`src/logic/mips_pkg.sv`:
```
package mips_pkg;

	typedef logic [31:0] word_t;
	typedef logic [4:0]  reg_addr_t;
	typedef logic [7:0]  alu_op_t;
	typedef logic [2:0]  alu_sel_t;

	// JAL and the linking branches write here
	localparam reg_addr_t LINK_REG = 5'd31;

	// operation codes passed to execute
	localparam alu_op_t ALU_NOP    = 8'b0000_0000;
	localparam alu_op_t ALU_AND    = 8'b0010_0100;
	localparam alu_op_t ALU_OR     = 8'b0010_0101;
	localparam alu_op_t ALU_XOR    = 8'b0010_0110;
	localparam alu_op_t ALU_NOR    = 8'b0010_0111;
	localparam alu_op_t ALU_SLL    = 8'b0111_1100;
	localparam alu_op_t ALU_SRL    = 8'b0000_0010;
	localparam alu_op_t ALU_SRA    = 8'b0000_0011;
	localparam alu_op_t ALU_ADD    = 8'b0010_0000;
	localparam alu_op_t ALU_ADDU   = 8'b0010_0001;
	localparam alu_op_t ALU_SUB    = 8'b0010_0010;
	localparam alu_op_t ALU_SUBU   = 8'b0010_0011;
	localparam alu_op_t ALU_SLT    = 8'b0010_1010;
	localparam alu_op_t ALU_SLTU   = 8'b0010_1011;
	localparam alu_op_t ALU_ADDI   = 8'b0101_0101;
	localparam alu_op_t ALU_ADDIU  = 8'b0101_0110;
	localparam alu_op_t ALU_J      = 8'b0100_1111;
	localparam alu_op_t ALU_JAL    = 8'b0101_0000;
	localparam alu_op_t ALU_JR     = 8'b0000_1000;
	localparam alu_op_t ALU_JALR   = 8'b0000_1001;
	localparam alu_op_t ALU_BEQ    = 8'b0101_0001;
	localparam alu_op_t ALU_BNE    = 8'b0101_0010;
	localparam alu_op_t ALU_BLEZ   = 8'b0101_0011;
	localparam alu_op_t ALU_BGTZ   = 8'b0101_0100;
	localparam alu_op_t ALU_BGEZ   = 8'b0100_0001;
	// also carries bltz and bltzal
	localparam alu_op_t ALU_BGEZAL = 8'b0100_1011;

	// result classes
	localparam alu_sel_t SEL_NOP         = 3'b000;
	localparam alu_sel_t SEL_LOGIC       = 3'b001;
	localparam alu_sel_t SEL_SHIFT       = 3'b010;
	localparam alu_sel_t SEL_ARITHMETIC  = 3'b100;
	localparam alu_sel_t SEL_JUMP_BRANCH = 3'b110;

	// primary opcodes
	localparam logic [5:0] OP_SPECIAL = 6'b000000;
	localparam logic [5:0] OP_REGIMM  = 6'b000001;
	localparam logic [5:0] OP_J       = 6'b000010;
	localparam logic [5:0] OP_JAL     = 6'b000011;
	localparam logic [5:0] OP_BEQ     = 6'b000100;
	localparam logic [5:0] OP_BNE     = 6'b000101;
	localparam logic [5:0] OP_BLEZ    = 6'b000110;
	localparam logic [5:0] OP_BGTZ    = 6'b000111;
	localparam logic [5:0] OP_ADDI    = 6'b001000;
	localparam logic [5:0] OP_ADDIU   = 6'b001001;
	localparam logic [5:0] OP_SLTI    = 6'b001010;
	localparam logic [5:0] OP_SLTIU   = 6'b001011;
	localparam logic [5:0] OP_ANDI    = 6'b001100;
	localparam logic [5:0] OP_ORI     = 6'b001101;
	localparam logic [5:0] OP_XORI    = 6'b001110;
	localparam logic [5:0] OP_LUI     = 6'b001111;

	// function field under SPECIAL
	localparam logic [5:0] FN_SLL  = 6'b000000;
	localparam logic [5:0] FN_SRL  = 6'b000010;
	localparam logic [5:0] FN_SRA  = 6'b000011;
	localparam logic [5:0] FN_SLLV = 6'b000100;
	localparam logic [5:0] FN_SRLV = 6'b000110;
	localparam logic [5:0] FN_SRAV = 6'b000111;
	localparam logic [5:0] FN_JR   = 6'b001000;
	localparam logic [5:0] FN_JALR = 6'b001001;
	localparam logic [5:0] FN_ADD  = 6'b100000;
	localparam logic [5:0] FN_ADDU = 6'b100001;
	localparam logic [5:0] FN_SUB  = 6'b100010;
	localparam logic [5:0] FN_SUBU = 6'b100011;
	localparam logic [5:0] FN_AND  = 6'b100100;
	localparam logic [5:0] FN_OR   = 6'b100101;
	localparam logic [5:0] FN_XOR  = 6'b100110;
	localparam logic [5:0] FN_NOR  = 6'b100111;
	localparam logic [5:0] FN_SLT  = 6'b101010;
	localparam logic [5:0] FN_SLTU = 6'b101011;

	// rt field under REGIMM, bit 4 marks the link forms
	localparam logic [4:0] RI_BLTZ   = 5'b00000;
	localparam logic [4:0] RI_BGEZ   = 5'b00001;
	localparam logic [4:0] RI_BLTZAL = 5'b10000;
	localparam logic [4:0] RI_BGEZAL = 5'b10001;

	typedef struct packed {
		logic [5:0] op;
		reg_addr_t  rs;
		reg_addr_t  rt;
		reg_addr_t  rd;
		logic [4:0] shamt;
		logic [5:0] funct;
	} r_fmt_t;

	typedef struct packed {
		logic [5:0]  op;
		reg_addr_t   rs;
		reg_addr_t   rt;
		logic [15:0] imm16;
	} i_fmt_t;

	typedef struct packed {
		logic [5:0]  op;
		logic [25:0] target26;
	} j_fmt_t;

	// one instruction word, three ways to read it
	typedef union packed {
		r_fmt_t r_fmt;
		i_fmt_t i_fmt;
		j_fmt_t j_fmt;
	} inst_u;

endpackage

```
`src/logic/branch_resolve.sv`:
```
module branch_resolve (
	input  mips_pkg::alu_op_t aluop_i,
	input  mips_pkg::word_t   pc_i,
	input  mips_pkg::inst_u   inst_i,
	input  mips_pkg::word_t   reg1_i,
	input  mips_pkg::word_t   reg2_i,
	output logic              branch_flag_o,
	output mips_pkg::word_t   branch_target_o,
	output mips_pkg::word_t   link_addr_o
);

	mips_pkg::word_t pc_plus_4;
	mips_pkg::word_t pc_plus_8;
	mips_pkg::word_t branch_addr;
	mips_pkg::word_t jump_addr;
	logic            reg1_neg;
	logic            reg1_zero;

	assign pc_plus_4 = pc_i + 32'd4;
	assign pc_plus_8 = pc_i + 32'd8;

	// pc relative, offset counted in words
	assign branch_addr = pc_plus_4 +
		{{14{inst_i.i_fmt.imm16[15]}}, inst_i.i_fmt.imm16, 2'b00};
	// stays inside the current 256 MB region
	assign jump_addr = {pc_plus_4[31:28], inst_i.j_fmt.target26, 2'b00};

	assign reg1_neg  = reg1_i[31];
	assign reg1_zero = reg1_i == '0;

	always_comb begin
		branch_flag_o   = 1'b0;
		branch_target_o = branch_addr;
		link_addr_o     = '0;
		case (aluop_i)
			mips_pkg::ALU_J: begin
				branch_flag_o   = 1'b1;
				branch_target_o = jump_addr;
			end
			mips_pkg::ALU_JAL: begin
				branch_flag_o   = 1'b1;
				branch_target_o = jump_addr;
				link_addr_o     = pc_plus_8;
			end
			mips_pkg::ALU_JR: begin
				branch_flag_o   = 1'b1;
				branch_target_o = reg1_i;
			end
			mips_pkg::ALU_JALR: begin
				branch_flag_o   = 1'b1;
				branch_target_o = reg1_i;
				link_addr_o     = pc_plus_8;
			end
			mips_pkg::ALU_BEQ:  branch_flag_o = reg1_i == reg2_i;
			mips_pkg::ALU_BNE:  branch_flag_o = reg1_i != reg2_i;
			mips_pkg::ALU_BGTZ: branch_flag_o = !reg1_neg && !reg1_zero;
			mips_pkg::ALU_BLEZ: branch_flag_o = reg1_neg || reg1_zero;
			mips_pkg::ALU_BGEZ, mips_pkg::ALU_BGEZAL: begin
				// rt bit 0 picks >= 0 over < 0, bit 4 asks for a link
				branch_flag_o = inst_i.i_fmt.rt[0] ? !reg1_neg : reg1_neg;
				if (inst_i.i_fmt.rt[4]) begin
					link_addr_o = pc_plus_8;
				end
			end
			default: branch_flag_o = 1'b0;
		endcase
		if (!branch_flag_o) begin
			branch_target_o = '0;
		end
	end

	// taken branches and jumps land on a word
	always_comb begin
		a_target_aligned: assert final (!branch_flag_o || branch_target_o[1:0] == 2'b00)
			else $error("taken branch with unaligned target %h", branch_target_o);
	end

endmodule

```
`src/logic/id_ex_reg.sv`:
```
module id_ex_reg (
	input  logic                clk,
	input  logic                arst_n_i,
	input  mips_pkg::alu_op_t   aluop_i,
	input  mips_pkg::alu_sel_t  alusel_i,
	input  mips_pkg::word_t     reg1_i,
	input  mips_pkg::word_t     reg2_i,
	input  mips_pkg::reg_addr_t wd_i,
	input  logic                wreg_i,
	input  mips_pkg::word_t     link_addr_i,
	input  logic                in_delayslot_i,
	output mips_pkg::alu_op_t   ex_aluop_o,
	output mips_pkg::alu_sel_t  ex_alusel_o,
	output mips_pkg::word_t     ex_reg1_o,
	output mips_pkg::word_t     ex_reg2_o,
	output mips_pkg::reg_addr_t ex_wd_o,
	output logic                ex_wreg_o,
	output mips_pkg::word_t     ex_link_addr_o,
	output logic                ex_in_delayslot_o
);

	always_ff @(posedge clk or negedge arst_n_i) begin
		if (!arst_n_i) begin
			ex_aluop_o        <= mips_pkg::ALU_NOP;
			ex_alusel_o       <= mips_pkg::SEL_NOP;
			ex_wd_o           <= '0;
			ex_wreg_o         <= 1'b0;
			ex_in_delayslot_o <= 1'b0;
		end else begin
			ex_aluop_o        <= aluop_i;
			ex_alusel_o       <= alusel_i;
			ex_wd_o           <= wd_i;
			ex_wreg_o         <= wreg_i;
			ex_in_delayslot_o <= in_delayslot_i;
		end
	end

	always_ff @(posedge clk) begin
		ex_reg1_o      <= reg1_i;
		ex_reg2_o      <= reg2_i;
		ex_link_addr_o <= link_addr_i;
	end

	// execute must see a bubble on the first edge out of reset
	a_no_write_after_reset: assert property (@(posedge clk) $rose(arst_n_i) |-> !ex_wreg_o)
		else $error("register write pending right after reset");

endmodule

```
`src/logic/id_stage.sv`:
```
module id_stage (
	input  logic                clk,
	input  logic                arst_n_i,
	input  mips_pkg::word_t     pc_i,
	input  mips_pkg::inst_u     inst_i,
	input  logic                is_in_delayslot_i,
	input  logic                ex_wreg_i,
	input  mips_pkg::reg_addr_t ex_wd_i,
	input  mips_pkg::word_t     ex_wdata_i,
	input  logic                mem_wreg_i,
	input  mips_pkg::reg_addr_t mem_wd_i,
	input  mips_pkg::word_t     mem_wdata_i,
	input  mips_pkg::word_t     reg1_data_i,
	input  mips_pkg::word_t     reg2_data_i,
	output logic                reg1_read_o,
	output logic                reg2_read_o,
	output mips_pkg::reg_addr_t reg1_addr_o,
	output mips_pkg::reg_addr_t reg2_addr_o,
	output logic                branch_flag_o,
	output mips_pkg::word_t     branch_target_o,
	output mips_pkg::word_t     link_addr_o,
	output mips_pkg::alu_op_t   ex_aluop_o,
	output mips_pkg::alu_sel_t  ex_alusel_o,
	output mips_pkg::word_t     ex_reg1_o,
	output mips_pkg::word_t     ex_reg2_o,
	output mips_pkg::reg_addr_t ex_wd_o,
	output logic                ex_wreg_o,
	output mips_pkg::word_t     ex_link_addr_o,
	output logic                ex_in_delayslot_o
);

	mips_pkg::alu_op_t   aluop;
	mips_pkg::alu_sel_t  alusel;
	mips_pkg::reg_addr_t wd;
	logic                wreg;
	mips_pkg::word_t     imm;
	mips_pkg::word_t     reg1;
	mips_pkg::word_t     reg2;

	inst_decoder u_decoder (
		.inst_i      (inst_i),
		.aluop_o     (aluop),
		.alusel_o    (alusel),
		.reg1_read_o (reg1_read_o),
		.reg2_read_o (reg2_read_o),
		.reg1_addr_o (reg1_addr_o),
		.reg2_addr_o (reg2_addr_o),
		.wd_o        (wd),
		.wreg_o      (wreg),
		.imm_o       (imm)
	);

	operand_forward u_forward (
		.reg1_read_i (reg1_read_o),
		.reg2_read_i (reg2_read_o),
		.reg1_addr_i (reg1_addr_o),
		.reg2_addr_i (reg2_addr_o),
		.imm_i       (imm),
		.ex_wreg_i   (ex_wreg_i),
		.ex_wd_i     (ex_wd_i),
		.ex_wdata_i  (ex_wdata_i),
		.mem_wreg_i  (mem_wreg_i),
		.mem_wd_i    (mem_wd_i),
		.mem_wdata_i (mem_wdata_i),
		.reg1_data_i (reg1_data_i),
		.reg2_data_i (reg2_data_i),
		.reg1_o      (reg1),
		.reg2_o      (reg2)
	);

	branch_resolve u_branch (
		.aluop_i         (aluop),
		.pc_i            (pc_i),
		.inst_i          (inst_i),
		.reg1_i          (reg1),
		.reg2_i          (reg2),
		.branch_flag_o   (branch_flag_o),
		.branch_target_o (branch_target_o),
		.link_addr_o     (link_addr_o)
	);

	id_ex_reg u_id_ex (
		.clk               (clk),
		.arst_n_i          (arst_n_i),
		.aluop_i           (aluop),
		.alusel_i          (alusel),
		.reg1_i            (reg1),
		.reg2_i            (reg2),
		.wd_i              (wd),
		.wreg_i            (wreg),
		.link_addr_i       (link_addr_o),
		.in_delayslot_i    (is_in_delayslot_i),
		.ex_aluop_o        (ex_aluop_o),
		.ex_alusel_o       (ex_alusel_o),
		.ex_reg1_o         (ex_reg1_o),
		.ex_reg2_o         (ex_reg2_o),
		.ex_wd_o           (ex_wd_o),
		.ex_wreg_o         (ex_wreg_o),
		.ex_link_addr_o    (ex_link_addr_o),
		.ex_in_delayslot_o (ex_in_delayslot_o)
	);

endmodule

```
`src/logic/inst_decoder.sv`:
```
module inst_decoder (
	input  mips_pkg::inst_u     inst_i,
	output mips_pkg::alu_op_t   aluop_o,
	output mips_pkg::alu_sel_t  alusel_o,
	output logic                reg1_read_o,
	output logic                reg2_read_o,
	output mips_pkg::reg_addr_t reg1_addr_o,
	output mips_pkg::reg_addr_t reg2_addr_o,
	output mips_pkg::reg_addr_t wd_o,
	output logic                wreg_o,
	output mips_pkg::word_t     imm_o
);

	mips_pkg::word_t imm_zext;
	mips_pkg::word_t imm_sext;
	logic            fixed_shift;
	logic            logic_imm;
	logic            known;

	function automatic mips_pkg::alu_op_t special_op(input logic [5:0] funct);
		case (funct)
			mips_pkg::FN_OR:   return mips_pkg::ALU_OR;
			mips_pkg::FN_AND:  return mips_pkg::ALU_AND;
			mips_pkg::FN_XOR:  return mips_pkg::ALU_XOR;
			mips_pkg::FN_NOR:  return mips_pkg::ALU_NOR;
			mips_pkg::FN_SLL:  return mips_pkg::ALU_SLL;
			mips_pkg::FN_SLLV: return mips_pkg::ALU_SLL;
			mips_pkg::FN_SRL:  return mips_pkg::ALU_SRL;
			mips_pkg::FN_SRLV: return mips_pkg::ALU_SRL;
			mips_pkg::FN_SRA:  return mips_pkg::ALU_SRA;
			mips_pkg::FN_SRAV: return mips_pkg::ALU_SRA;
			mips_pkg::FN_ADD:  return mips_pkg::ALU_ADD;
			mips_pkg::FN_ADDU: return mips_pkg::ALU_ADDU;
			mips_pkg::FN_SUB:  return mips_pkg::ALU_SUB;
			mips_pkg::FN_SUBU: return mips_pkg::ALU_SUBU;
			mips_pkg::FN_SLT:  return mips_pkg::ALU_SLT;
			mips_pkg::FN_SLTU: return mips_pkg::ALU_SLTU;
			mips_pkg::FN_JR:   return mips_pkg::ALU_JR;
			mips_pkg::FN_JALR: return mips_pkg::ALU_JALR;
			default:           return mips_pkg::ALU_NOP;
		endcase
	endfunction

	function automatic mips_pkg::alu_sel_t special_sel(input logic [5:0] funct);
		case (funct)
			mips_pkg::FN_OR, mips_pkg::FN_AND, mips_pkg::FN_XOR, mips_pkg::FN_NOR:
				return mips_pkg::SEL_LOGIC;
			mips_pkg::FN_SLL, mips_pkg::FN_SRL, mips_pkg::FN_SRA,
			mips_pkg::FN_SLLV, mips_pkg::FN_SRLV, mips_pkg::FN_SRAV:
				return mips_pkg::SEL_SHIFT;
			mips_pkg::FN_JR, mips_pkg::FN_JALR:
				return mips_pkg::SEL_JUMP_BRANCH;
			default:
				return mips_pkg::SEL_ARITHMETIC;
		endcase
	endfunction

	assign imm_zext = {16'h0000, inst_i.i_fmt.imm16};
	assign imm_sext = {{16{inst_i.i_fmt.imm16[15]}}, inst_i.i_fmt.imm16};

	assign reg1_addr_o = inst_i.r_fmt.rs;
	assign reg2_addr_o = inst_i.r_fmt.rt;

	// sll, srl and sra shift rt by shamt, rs stays zero
	assign fixed_shift = inst_i.r_fmt.funct inside
		{mips_pkg::FN_SLL, mips_pkg::FN_SRL, mips_pkg::FN_SRA};
	// opcodes 0011xx are the logic immediates, lui among them
	assign logic_imm = inst_i.i_fmt.op[5:2] == 4'b0011;

	always_comb begin
		aluop_o     = mips_pkg::ALU_NOP;
		alusel_o    = mips_pkg::SEL_NOP;
		reg1_read_o = 1'b0;
		reg2_read_o = 1'b0;
		wd_o        = inst_i.r_fmt.rd;
		wreg_o      = 1'b0;
		imm_o       = '0;
		known       = 1'b1;
		case (inst_i.r_fmt.op)
			mips_pkg::OP_SPECIAL: begin
				aluop_o  = special_op(inst_i.r_fmt.funct);
				alusel_o = special_sel(inst_i.r_fmt.funct);
				wreg_o   = inst_i.r_fmt.funct != mips_pkg::FN_JR;
				if (fixed_shift) begin
					reg2_read_o = 1'b1;
					imm_o       = {27'd0, inst_i.r_fmt.shamt};
					known       = inst_i.r_fmt.rs == 5'd0;
				end else begin
					reg1_read_o = 1'b1;
					// jr and jalr only need rs
					reg2_read_o = alusel_o != mips_pkg::SEL_JUMP_BRANCH;
					known       = inst_i.r_fmt.shamt == 5'd0 && aluop_o != mips_pkg::ALU_NOP;
				end
			end
			mips_pkg::OP_ORI, mips_pkg::OP_ANDI, mips_pkg::OP_XORI, mips_pkg::OP_LUI,
			mips_pkg::OP_ADDI, mips_pkg::OP_ADDIU, mips_pkg::OP_SLTI, mips_pkg::OP_SLTIU: begin
				reg1_read_o = 1'b1;
				wd_o        = inst_i.i_fmt.rt;
				wreg_o      = 1'b1;
				alusel_o    = logic_imm ? mips_pkg::SEL_LOGIC : mips_pkg::SEL_ARITHMETIC;
				case (inst_i.i_fmt.op)
					mips_pkg::OP_ANDI:  aluop_o = mips_pkg::ALU_AND;
					mips_pkg::OP_XORI:  aluop_o = mips_pkg::ALU_XOR;
					mips_pkg::OP_ADDI:  aluop_o = mips_pkg::ALU_ADDI;
					mips_pkg::OP_ADDIU: aluop_o = mips_pkg::ALU_ADDIU;
					mips_pkg::OP_SLTI:  aluop_o = mips_pkg::ALU_SLT;
					mips_pkg::OP_SLTIU: aluop_o = mips_pkg::ALU_SLTU;
					// ori, and lui as an or with r0
					default:            aluop_o = mips_pkg::ALU_OR;
				endcase
				if (inst_i.i_fmt.op == mips_pkg::OP_LUI) begin
					imm_o = {inst_i.i_fmt.imm16, 16'h0000};
				end else begin
					imm_o = logic_imm ? imm_zext : imm_sext;
				end
			end
			mips_pkg::OP_J: begin
				aluop_o  = mips_pkg::ALU_J;
				alusel_o = mips_pkg::SEL_JUMP_BRANCH;
			end
			mips_pkg::OP_JAL: begin
				aluop_o  = mips_pkg::ALU_JAL;
				alusel_o = mips_pkg::SEL_JUMP_BRANCH;
				wd_o     = mips_pkg::LINK_REG;
				wreg_o   = 1'b1;
			end
			mips_pkg::OP_BEQ, mips_pkg::OP_BNE: begin
				aluop_o = (inst_i.i_fmt.op == mips_pkg::OP_BEQ) ?
					mips_pkg::ALU_BEQ : mips_pkg::ALU_BNE;
				alusel_o    = mips_pkg::SEL_JUMP_BRANCH;
				reg1_read_o = 1'b1;
				reg2_read_o = 1'b1;
			end
			mips_pkg::OP_BGTZ, mips_pkg::OP_BLEZ: begin
				aluop_o = (inst_i.i_fmt.op == mips_pkg::OP_BGTZ) ?
					mips_pkg::ALU_BGTZ : mips_pkg::ALU_BLEZ;
				alusel_o    = mips_pkg::SEL_JUMP_BRANCH;
				reg1_read_o = 1'b1;
				known       = inst_i.i_fmt.rt == 5'd0;
			end
			mips_pkg::OP_REGIMM: begin
				alusel_o    = mips_pkg::SEL_JUMP_BRANCH;
				reg1_read_o = 1'b1;
				wd_o        = mips_pkg::LINK_REG;
				// link forms write r31 taken or not
				wreg_o      = inst_i.i_fmt.rt[4];
				case (inst_i.i_fmt.rt)
					mips_pkg::RI_BGEZ: aluop_o = mips_pkg::ALU_BGEZ;
					mips_pkg::RI_BLTZ, mips_pkg::RI_BGEZAL, mips_pkg::RI_BLTZAL:
						aluop_o = mips_pkg::ALU_BGEZAL;
					default: known = 1'b0;
				endcase
			end
			default: known = 1'b0;
		endcase
		// anything unrecognised leaves as a bubble
		if (!known) begin
			aluop_o     = mips_pkg::ALU_NOP;
			alusel_o    = mips_pkg::SEL_NOP;
			reg1_read_o = 1'b0;
			reg2_read_o = 1'b0;
			wreg_o      = 1'b0;
			imm_o       = '0;
		end
	end

	always_comb begin
		a_nop_no_write: assert final (aluop_o != mips_pkg::ALU_NOP || !wreg_o)
			else $error("decoder raised a register write on a NOP");
	end

endmodule

```
`src/logic/operand_forward.sv`:
```
module operand_forward (
	input  logic                reg1_read_i,
	input  logic                reg2_read_i,
	input  mips_pkg::reg_addr_t reg1_addr_i,
	input  mips_pkg::reg_addr_t reg2_addr_i,
	input  mips_pkg::word_t     imm_i,
	input  logic                ex_wreg_i,
	input  mips_pkg::reg_addr_t ex_wd_i,
	input  mips_pkg::word_t     ex_wdata_i,
	input  logic                mem_wreg_i,
	input  mips_pkg::reg_addr_t mem_wd_i,
	input  mips_pkg::word_t     mem_wdata_i,
	input  mips_pkg::word_t     reg1_data_i,
	input  mips_pkg::word_t     reg2_data_i,
	output mips_pkg::word_t     reg1_o,
	output mips_pkg::word_t     reg2_o
);

	// newest result wins, the register file is the fallback
	function automatic mips_pkg::word_t pick_operand(
		input logic                read,
		input mips_pkg::reg_addr_t addr,
		input mips_pkg::word_t     rf_data
	);
		if (!read) begin
			return imm_i;
		end else if (ex_wreg_i && ex_wd_i == addr) begin
			return ex_wdata_i;
		end else if (mem_wreg_i && mem_wd_i == addr) begin
			return mem_wdata_i;
		end else begin
			return rf_data;
		end
	endfunction

	always_comb begin
		reg1_o = pick_operand(reg1_read_i, reg1_addr_i, reg1_data_i);
		reg2_o = pick_operand(reg2_read_i, reg2_addr_i, reg2_data_i);
	end

endmodule

```
`config.mk`:
```
export PLATFORM = sky130hd
export DESIGN_NAME = id_stage
export DESIGN_NICKNAME = d
export VERILOG_FILES = /design/src/logic/mips_pkg.sv /design/src/logic/branch_resolve.sv /design/src/logic/id_ex_reg.sv /design/src/logic/id_stage.sv /design/src/logic/inst_decoder.sv /design/src/logic/operand_forward.sv
export SDC_FILE = /design/constraint.sdc
export NUM_CORES = 1
export LEC_CHECK = 0
export ABC_AREA = 0
export BUFFER_PORTS_ARGS = -buffer_cell sky130_fd_sc_hd__buf_2
export CORE_MARGIN = 4
export CORE_UTILIZATION = 29
export CTS_CLUSTER_SIZE = 40
export DETAILED_ROUTE_END_ITERATION = 12
export SETUP_SLACK_MARGIN = 0.3
export SLEW_MARGIN = 20
export SYNTH_ARGS = -nofsm -noshare
export SYNTH_HDL_FRONTEND = slang
export SYNTH_SLANG_ARGS = --single-unit
```
`constraint.sdc`:
```
create_clock -name clk -period 7.9 [get_ports clk]
set_input_delay 1.185 -clock clk [delete_from_list [all_inputs] [get_ports clk]]
set_output_delay 1.185 -clock clk [all_outputs]
set_load 0.01 [all_outputs]
```
Word-level counts from Yosys, hierarchy flattened:

Memory sizes are Yosys's and may differ from the RTL's.
Index checks and enable logic that the tools add are counted.

* bits in registers: 114
* bits in read-only memories: 448
* input bits: 207
* output and inout bits: 191
* logic and storage cells: 136
* memories: 1

Memories
* (name not given): depth 64, width 7, read ports 1, clocked after memory_dff 0, wr ports 0, RTL line inst_decoder.sv:21 `case (funct)`

* add/sub/neg operators: 3
* equal/unequal tests: 48
* multiplexer cells: 41
* reduce and logical (&&, ||, !) cells: 35

Operators with widths (count)
* 32-bit two-way mux: 11
* 32-bit case mux with 2 select lines: 3
* 8-bit by 7-bit == test with 1-bit output, second input constant: 8
* 6-bit by 4-bit == test with 1-bit output, second input constant: 10
* 8-bit case mux with 7 select lines: 1
* 6-bit by 3-bit == test with 1-bit output, second input constant: 7
* 7-bit case mux with 6 select lines: 1
* 32-bit by 3-bit adder with 32-bit output, second input constant: 1
* 32-bit adder: 1
* 32-bit by 4-bit adder with 32-bit output, second input constant: 1
* 32-bit == test: 1
* 32-bit zero test: 1
* 32-bit != test: 1
* 6-bit by 2-bit == test with 1-bit output, second input constant: 4
* 6-bit == test, second input constant: 4
* 5-bit == test: 4
* 3-bit case mux with 3 select lines: 2
* 8-bit by 4-bit == test with 1-bit output, second input constant: 2
* 8-bit two-way mux: 2
* 2-bit OR reduction: 8
* 5-bit zero test: 3
* 7-bit case mux with 2 select lines: 1
* 13-bit OR reduction: 1
* 6-bit zero test: 2
* 27 further kinds: 47

Logic depth before layout (Yosys ltp):

Gate-level depths: netlist of run 1.

* depth after elaboration: 13
* gate-level depth with buffers: 21
* depth with buffers taken out: 19

Modules after synthesis:

Synthesis of run 1 repeated with hierarchy kept, for this count alone.

* cell total of the unflattened synthesis: 1215
* area total of the unflattened synthesis: 10094.7 um^2

Modules (own cells, without submodules)
* branch_resolve: instances 1, cells an instance 621, area an instance 4011.3 um^2, sequential area each 0.0 um^2
* operand_forward: instances 1, cells an instance 304, area an instance 2565.0 um^2, sequential area each 0.0 um^2
* id_ex_reg: instances 1, cells an instance 114, area an instance 2372.3 um^2, sequential area each 2372.3 um^2
* inst_decoder: instances 1, cells an instance 176, area an instance 1146.1 um^2, sequential area each 0.0 um^2

Worst setup path after synthesis of run 1:

Ideal clock, no wire load.

* path type: input to output
* from: input pc_i[5]
* to: output branch_target_o[30]
* arrival: 5.147 ns
* required time: 6.715 ns
* slack: 1.568 ns
* stages: 21
* path buffers: 3
* cell sequence: clkbuf_1 and3_1 and3_1 clkbuf_1 and3_1 and3_1 clkbuf_1 nand3_1 xnor2_1 ha_1 a21o_1 a21oi_1 o21ai_0 nor4_1 nor3_1 a311o_1 a2111o_1 a31oi_1 xnor2_1 a21oi_1 a31oi_1

* cells in the longest elaborated chain, start to end: 4

Ends and longest elaborated chain
* start: declaration: RTL line id_stage.sv:4 `input mips_pkg::word_t pc_i,`
* 32-bit by 3-bit adder with 32-bit output (*): RTL line branch_resolve.sv:19 `assign pc_plus_4 = pc_i + 32'd4;`
* 32-bit adder: RTL line branch_resolve.sv:23 `assign branch_addr = pc_plus_4 +`
* 32-bit case mux with 2 select lines (*): RTL line branch_resolve.sv:35 `case (aluop_i)`
* 32-bit two-way mux (*): RTL line branch_resolve.sv:67 `if (!branch_flag_o) begin`
* end: declaration: RTL line id_stage.sv:20 `output mips_pkg::word_t branch_target_o,`

Mark *: on every way between the ends. The rest lies on a longest branch, timed or not.

Worst setup path in the final report of run 1:

* from: input inst_i[0] in the netlist's numbering
* to: output branch_target_o[0]

* cells in the longest elaborated chain, start to end: 13
* elaborated cells on any way between the ends: 65
* classes of those cells: eq/ne (24); mux (24); reduce/logical (16); memory (1)

Ends and longest elaborated chain
* start: declaration: RTL line id_stage.sv:5 `input mips_pkg::inst_u inst_i,`
* memory read 64 x 7 bit
* 8-bit two-way mux: RTL line inst_decoder.sv:79 `case (inst_i.r_fmt.op)`
* 8-bit nonzero test: RTL line inst_decoder.sv:92 `known = inst_i.r_fmt.shamt == 5'd0 && aluop_o != mips_pkg::ALU_NOP;`
* 1-bit logical AND: RTL line inst_decoder.sv:92
* 1-bit two-way mux: RTL line inst_decoder.sv:84 `if (fixed_shift) begin`
* 1-bit case mux with 4 select lines: RTL line inst_decoder.sv:79
* 32-bit two-way mux or 1-bit two-way mux (tied branches): RTL line inst_decoder.sv:157 `if (!known) begin`
* 32-bit two-way mux: RTL line operand_forward.sv:25 `if (!read) begin`
* 32-bit zero test: RTL line branch_resolve.sv:29 `assign reg1_zero = reg1_i == '0;`
* 1-bit zero test: RTL line branch_resolve.sv:56 `mips_pkg::ALU_BGTZ: branch_flag_o = !reg1_neg && !reg1_zero;`
* 1-bit logical AND: RTL line branch_resolve.sv:56
* 1-bit case mux with 6 select lines: RTL line branch_resolve.sv:35
* 32-bit two-way mux (*): RTL line branch_resolve.sv:67

Mark *: on every way between the ends. The rest lies on a longest branch, timed or not. The select of a mux whose other input is x is not followed.

==> impl_metrics.toml, run 1 <==
[cells_and_area]
postLayoutCoreUtil_pct = 38.5
final_nets = 1887
fin_cells = 2104
nFillCells = 3492
final_cell_area_um2 = 12300
drive_above_1_share_pct = 28.8
syn_to_final_growth_pct = 29.5

[placed_design]
gp_congestion = 0.975
placed_cell_area_um2 = 11600
dp_cells = 2063
place_ws_ns = 0.671
hpwl_um = 40100
io_buffers = 396

[clocking]
clkTransAtPathRegs_ns = 0.06
htreeDepth = 4
cts_tree = "built"
postCtsSetupBuffers = 0
cts_resized = 0
postCtsHoldBufs = 0
cts.sinks = 113
cts_buffer_depth = 2
cts-root-buf = "clkbuf_16"
cts_buffers = 17

[logic_synthesis]
post_synth_num_cell_types = 79
synth_area_um2 = 9470
netlist_instances = 1317
ys.flop_type = "dfxtp_1"
syn_nets = 1556
synth-seq-cells = 113
synth-seq-area-share_pct = 24.8
synth-edff-count = 0
syn_area_per_cell_um2 = 7.19
synthArstFlopShare_pct = 15.0
ys_warn_count = 0

[floorplan]
die-area_um2 = 35600
std_cell_rows = 65
start_util_pct = 29.7
dieHeight_um = 189
coreArea_um2 = 31900
ios = 398
dieWidth_um = 189

[timing]
final_hold_viol_count = 0
fmax_ghz = 0.136
tns_ns = 0
tightest_slew_ns = 1.11
period_minus_slack_ns = 7.36
whs_ns = 0.655
drv_slew = 0
timing.final.ws_setup_ns = 0.545
slew_headroom_pct = 26.0
setup_viol = 0
fin_crit_sh_pct = 93.1
rsz0062_at_grt = "no"

[routing]
ant_nets = 0
drt-initial-drc-count = 1095
wire_per_inst_um = 23.9
drt-pass1-iter-count = 6
routed-via-count = 11600
wirelength_um = 50300
remaining_drc_errors = 0
routed_via_density = 5.52

[setup_path]
crit_slowest_cell = "a221oi_2"
path_cells = "buf_2 -> nor2b_1 -> nor3_4 -> a221oi_2 -> nand2_1 -> o21ai_2 -> buf_4 -> nand2_1 -> xnor2_1 -> nand4bb_1 -> or4_1 -> or4b_1 -> buf_4 -> a31oi_1 -> buf_2"
critPathRequiredTime_ns = 6.71
crit_fanout = 33
setup.worst_path.start_class = "input port"
crit_path_max_incr_delay_ns = 0.73
crit_path_end_kind = "output pin"
crit_type = "input port to output pin"
crit_arrival_ns = 6.17

[outcome]
outcome = "complete, no violations"

[grt]
grt_antenna_before_repair = 7
grtUsageTotal_pct = 26.9
grt_first_pass_wirelength_um = 72300
grt_max_degree = 39
grt_overflow = 0
first_global_vias = 11100

[power_and_ir_drop]
ir_drop_mv = 0.157
p_total_mw = 1.90
power_density_nw_per_um2 = 155
leakage_nw = 5.94

[hold_path]
worst_hold_path_type = "input port to asynchronous set/reset pin"

[flow_run]
cap_violations = 0
==> synthesized netlist by cell type (all sizes together) (13+ instances only) <==
| library cell | instances | share of area, % |
|---|---|---|
| a21o | 20 | 1.6 |
| a21oi | 85 | 4.5 |
| a22o | 16 | 1.5 |
| a31oi | 91 | 6.0 |
| and3 | 16 | 1.1 |
| buf | 55 | 3.8 |
| clkbuf | 52 | 2.1 |
| dfrtp | 17 | 4.5 |
| dfxtp | 96 | 20 |
| ha | 31 | 4.1 |
| inv | 58 | 2.3 |
| nand2 | 185 | 7.3 |
| nand3 | 40 | 2.1 |
| nand4 | 20 | 1.3 |
| nand4b | 15 | 1.4 |
| nor2 | 127 | 5.1 |
| nor3 | 42 | 2.3 |
| nor4 | 19 | 1.4 |
| o211ai | 13 | 1.1 |
| o21ai | 55 | 3.0 |
| xnor2 | 77 | 7.1 |
| xor2 | 58 | 5.4 |
==> critical path, delay by kind of cell <==
family          cells  cell delay, ns
simple gates        7            2.17
compound gates      3            1.49
buf+inv             4            1.09
xor+xnor            1            0.21
==> cells by family after synthesis <==
kind of cell               count (synthesis)  share of synthesized area (%)
AOI/OAI and AO/OA                        350                           23.8
buffers and inverters                    165                           8.14
xor gates and xnor gates                 135                           12.5
muxes                                      3                          0.330
DFF                                      113                           24.8
other                                      1                         0.0396
adders and majority gates                 32                           4.31
and+or+nand+nor                          518                           26.1
==> registers in the layout (all words and copies together) (netlist names) <==
name / flops
u_id_ex.ex_wd_o: 5
u_id_ex.ex_wreg_o: 1
u_id_ex.ex_reg2_o: 32
u_id_ex.ex_in_delayslot_o: 1
u_id_ex.ex_alusel_o: 3
u_id_ex.ex_link_addr_o: 32
u_id_ex.ex_reg1_o: 32
u_id_ex.ex_aluop_o: 7
==> layout make-up <==
| type | count | area [um^2] | area share (%) |
|---|---|---|---|
| multi-input combinational | 1039 | 6390 | 52.1 |
| clock inverter | 10 | 109 | 0.888 |
| tap | 435 | 544 | 4.44 |
| timing repair buffer | 419 | 2160 | 17.6 |
| antenna | 8 | 20.0 | 0.163 |
| inverter | 58 | 218 | 1.78 |
| clock buffer | 22 | 474 | 3.87 |
| sequential | 113 | 2350 | 19.1 |
==> power breakdown <==
part	leakage, nW	switching (mW)	internal [mW]	total [mW]
Sequential	0.998	0.00424	0.586	0.590
Clock	0.286	0.300	0.486	0.785
Combinational	4.66	0.323	0.197	0.520
==> layout by cell type, fill, tap and decap left out, types with 4 or more instances in the layout <==
cell,instances
a211oi_1,6
a21o_1,20
a21oi_1,84
a22o_1,15
a22oi_1,9
a31oi_1,91
and2_1,9
and3_1,16
buf_2,396
buf_4,22
clkbuf_16,17
clkinv_2,5
dfrtp_1,17
dfxtp_1,96
diode_2,8
ha_1,31
inv_1,57
nand2_1,185
nand2b_1,8
nand3_1,39
nand4_1,20
nand4b_1,15
nor2_1,123
nor2b_1,9
nor3_1,41
nor4_1,17
o211ai_1,11
o21a_1,6
o21ai_0,50
o21bai_1,4
o22ai_1,9
o311ai_0,4
or2_2,6
or4_1,5
xnor2_1,77
xor2_1,58
==> metal layers <==
metal	global-route usage, %	vias to the layer above	routed length [um]	part of all wire [%]
met2	43.4	623	23000	46
met1	35.7	5573	21600	43
li1	-	5324	-	-
met4	8.86	2	1600	3.2
met5	0	-	13	0.026
met3	5.87	91	4120	8.2
==> how the worst max path moves through the flow <==
stage / startpoint / endpoint / slack [ns] / depth (start not counted)
5_1_grt: pc_i[4] / branch_target_o[31] / 0.36 / 21
2_1_floorplan: pc_i[5] / branch_target_o[30] / 1.57 / 21
4_1_cts: inst_i[0] / branch_target_o[22] / 0.67 / 15
3_5_place_dp: inst_i[0] / branch_target_o[5] / 0.67 / 15
3_3_place_gp: inst_i[0] / branch_target_o[17] / 0.68 / 15
6_report: inst_i[0] / branch_target_o[0] / 0.54 / 15
Power figures use the tool's default switching activity.
==> run 2: changes to the inputs <==
--- a/config.mk
+++ b/config.mk
@@ -5,7 +5,7 @@
 export SDC_FILE = /design/constraint.sdc
 export NUM_CORES = 1
 export LEC_CHECK = 0
-export ABC_AREA = 0
+export ABC_AREA = 1
 export BUFFER_PORTS_ARGS = -buffer_cell sky130_fd_sc_hd__buf_2
 export CORE_MARGIN = 4
 export CORE_UTILIZATION = 29
==> run 2 against run 1 <==
Hold slack better by 0.036 ns. Utilization down 1.4 points. Sequential share of layout area shrank 2.3 points. Sequential power is essentially flat. Routed wire length rose by 12%. Highest routed layer unchanged. Critical path type unchanged. Final area grew 14%.
==> impl_metrics.toml, run 2 <==
[cells_and_area]
multiInputGateArea_um2 = 7170
seq_area_um2 = 2350
final_nets = 2496
drive_above_1_share_pct = 24.2
syn_to_final_growth_pct = 26.7
reg_top3 = "u_id_ex.ex_link_addr_o x32, u_id_ex.ex_reg1_o x32, u_id_ex.ex_reg2_o x32"
final_cell_mix = "564 x nand2_1, 396 x buf_2, 250 x inv_1"
final_common_cell = "nand2_1"
postLayoutCoreUtil_pct = 37.1
nFillCells = 4262

[setup_path]
crit_path_frequent_cell = "nand2_1"
path_cells = "buf_2 -> inv_2 -> nand2_1 -> nand2_1 -> nor2_2 -> buf_4 -> nand3_2 -> nand2_1 -> nand3_1 -> nand2_1 -> nand3_1 -> nand2_1 -> nand2_1 -> nand2_1 -> nand2_1 -> nor2_1 -> nand2_1 -> nor2_1 -> nand3_1 -> nand2_4 -> a21oi_1 -> buf_2"
crit_arrival_ns = 5.41
crit_slowest_cell = "nand3_2"
crit_type = "input port to output pin"
crit_path_max_incr_delay_ns = 0.69
crit_fanout = 35
crit_path_end_kind = "output pin"
setup.worst_path.start_class = "input port"
critPathRequiredTime_ns = 6.71

[routing]
ant_nets = 0
drt-pass1-iter-count = 5
routed_via_density = 5.15
routed-via-count = 14300
wire_per_inst_um = 20.2
wirelength_um = 56100
remaining_drc_errors = 0
drt-initial-drc-count = 1250

[floorplan]
die-area_um2 = 41100
dieHeight_um = 203
std_cell_rows = 71
coreArea_um2 = 37600
ios = 398
start_util_pct = 29.3
dieWidth_um = 203

[outcome]
outcome = "complete, no violations"

[grt]
first_global_vias = 13800
grtUsageTotal_pct = 26.1
grt_max_degree = 48
grt_overflow = 0
grt_first_pass_wirelength_um = 82800
grt_antenna_before_repair = 2

[logic_synthesis]
syn_area_per_cell_um2 = 5.76
synth-edff-count = 0
netlist_top_cells_area = "nand2_1 19%, dfxtp_1 17%, inv_1 8.5%"
synthArstFlopShare_pct = 15.0
syn_nets = 2149
ys_warn_count = 0
synth_top_area_share_pct = 19.2
synth_area_um2 = 11000
ys.flop_type = "dfxtp_1"
synth_common_cells = "564 x nand2_1, 250 x inv_1, 209 x nor2_1"
post_synth_num_cell_types = 51
synth.most_common_cell = "nand2_1"
yosys.area.top_type = "nand2_1"
synth-seq-cells = 113
netlist_instances = 1910
synth-seq-area-share_pct = 21.3

[timing]
tns_ns = 0
period_minus_slack_ns = 6.60
timing.final.ws_setup_ns = 1.30
fmax_ghz = 0.152
tightest_slew_ns = 1.01
final_hold_viol_count = 0
rsz0062_at_grt = "no"
slew_headroom_pct = 32.5
setup_viol = 0
drv_slew = 0
fin_crit_sh_pct = 83.5

[placed_design]
gp_congestion = 0.974
place_ws_ns = 1.32
hpwl_um = 46000
io_buffers = 396

[clocking]
cts_tree = "built"
cts.sinks = 113
postCtsHoldBufs = 0
htreeDepth = 4
cts_resized = 0
cts-root-buf = "clkbuf_16"
cts_buffers = 17
clkTransAtPathRegs_ns = 0.07
postCtsSetupBuffers = 0
cts_buffer_depth = 2

[flow_run]
cap_violations = 0

[power_and_ir_drop]
leakage_nw = 8.00
ir_drop_mv = 0.147
power_density_nw_per_um2 = 148

[hold_path]
worst_hold_path_type = "input port to asynchronous set/reset pin"
## run 2: final cells by class
class                      instances  share of cell area (%)
timing repair buffer             416                    15.3
tap                              511                    4.59
antenna                            1                  0.0180
clock buffer                      17                    3.05
inverter                         276                    7.43
sequential                       113                    16.8
clock inverter                    15                    1.32
multi-input combinational       1433                    51.5
## run 2: critical path, delay by kind of cell
kind                   cells  cell delay [ns]
AO/OA/AOI/OAI              1             0.16
buffers and inverters      4             1.01
AND/OR/NAND/NOR           17             2.99
## run 2: worst max-delay path by stage
stage	cells after the start	startpoint	to	slack [ns]
6_report	22	inst_i[20]	branch_target_o[1]	1.30
4_1_cts	22	inst_i[27]	branch_target_o[1]	1.27
3_3_place_gp	22	inst_i[27]	branch_target_o[1]	1.33
3_5_place_dp	22	inst_i[27]	branch_target_o[1]	1.32
5_1_grt	22	inst_i[27]	branch_target_o[1]	0.75
2_1_floorplan	25	pc_i[3]	branch_target_o[28]	2.56
## run 2: power breakdown
part	switching (mW)	internal, mW	total [mW]	leakage [nW]
Combinational	0.429	0.207	0.636	6.70
Clock	0.352	0.481	0.834	0.301
Sequential	0.00585	0.584	0.590	0.999
Total	0.787	1.27	2.06	8.00
## run 2: metrics by stage
stage / hold WS (ns) / total power [mW] / cells / instance area, um^2
after global routing: 0.714 / 2.16 / 2781 / 13900
after global placement: 1.15 / 1.23 / 2749 / 13300
final: 0.691 / 2.06 / 2782 / 13900
after detailed placement: 1.16 / 1.23 / 2749 / 13300
after floorplan: 0.889 / 0.973 / 1910 / 11000
after CTS: 0.684 / 2.06 / 2781 / 13900
## run 2: cells by family after synthesis
family                     count (synthesis)  synth area share (%)
buffers and inverters                    364                  13.6
other                                      1                0.0341
adders and majority gates                 32                  3.71
xor gates and xnor gates                  62                  4.94
AOI/OAI and AO/OA                        271                  14.7
DFF                                      113                  21.3
and+or+nand+nor                         1067                  41.6
## run 2: per-layer routing
layer / vias up / wire, um / track usage [%]
met3: 104 / 4080 / 3.83
met1: 6766 / 23700 / 34.8
met2: 637 / 26500 / 43.9
li1: 6824 / - / -
met5: - / 13 / 0
met4: 2 / 1800 / 8.10
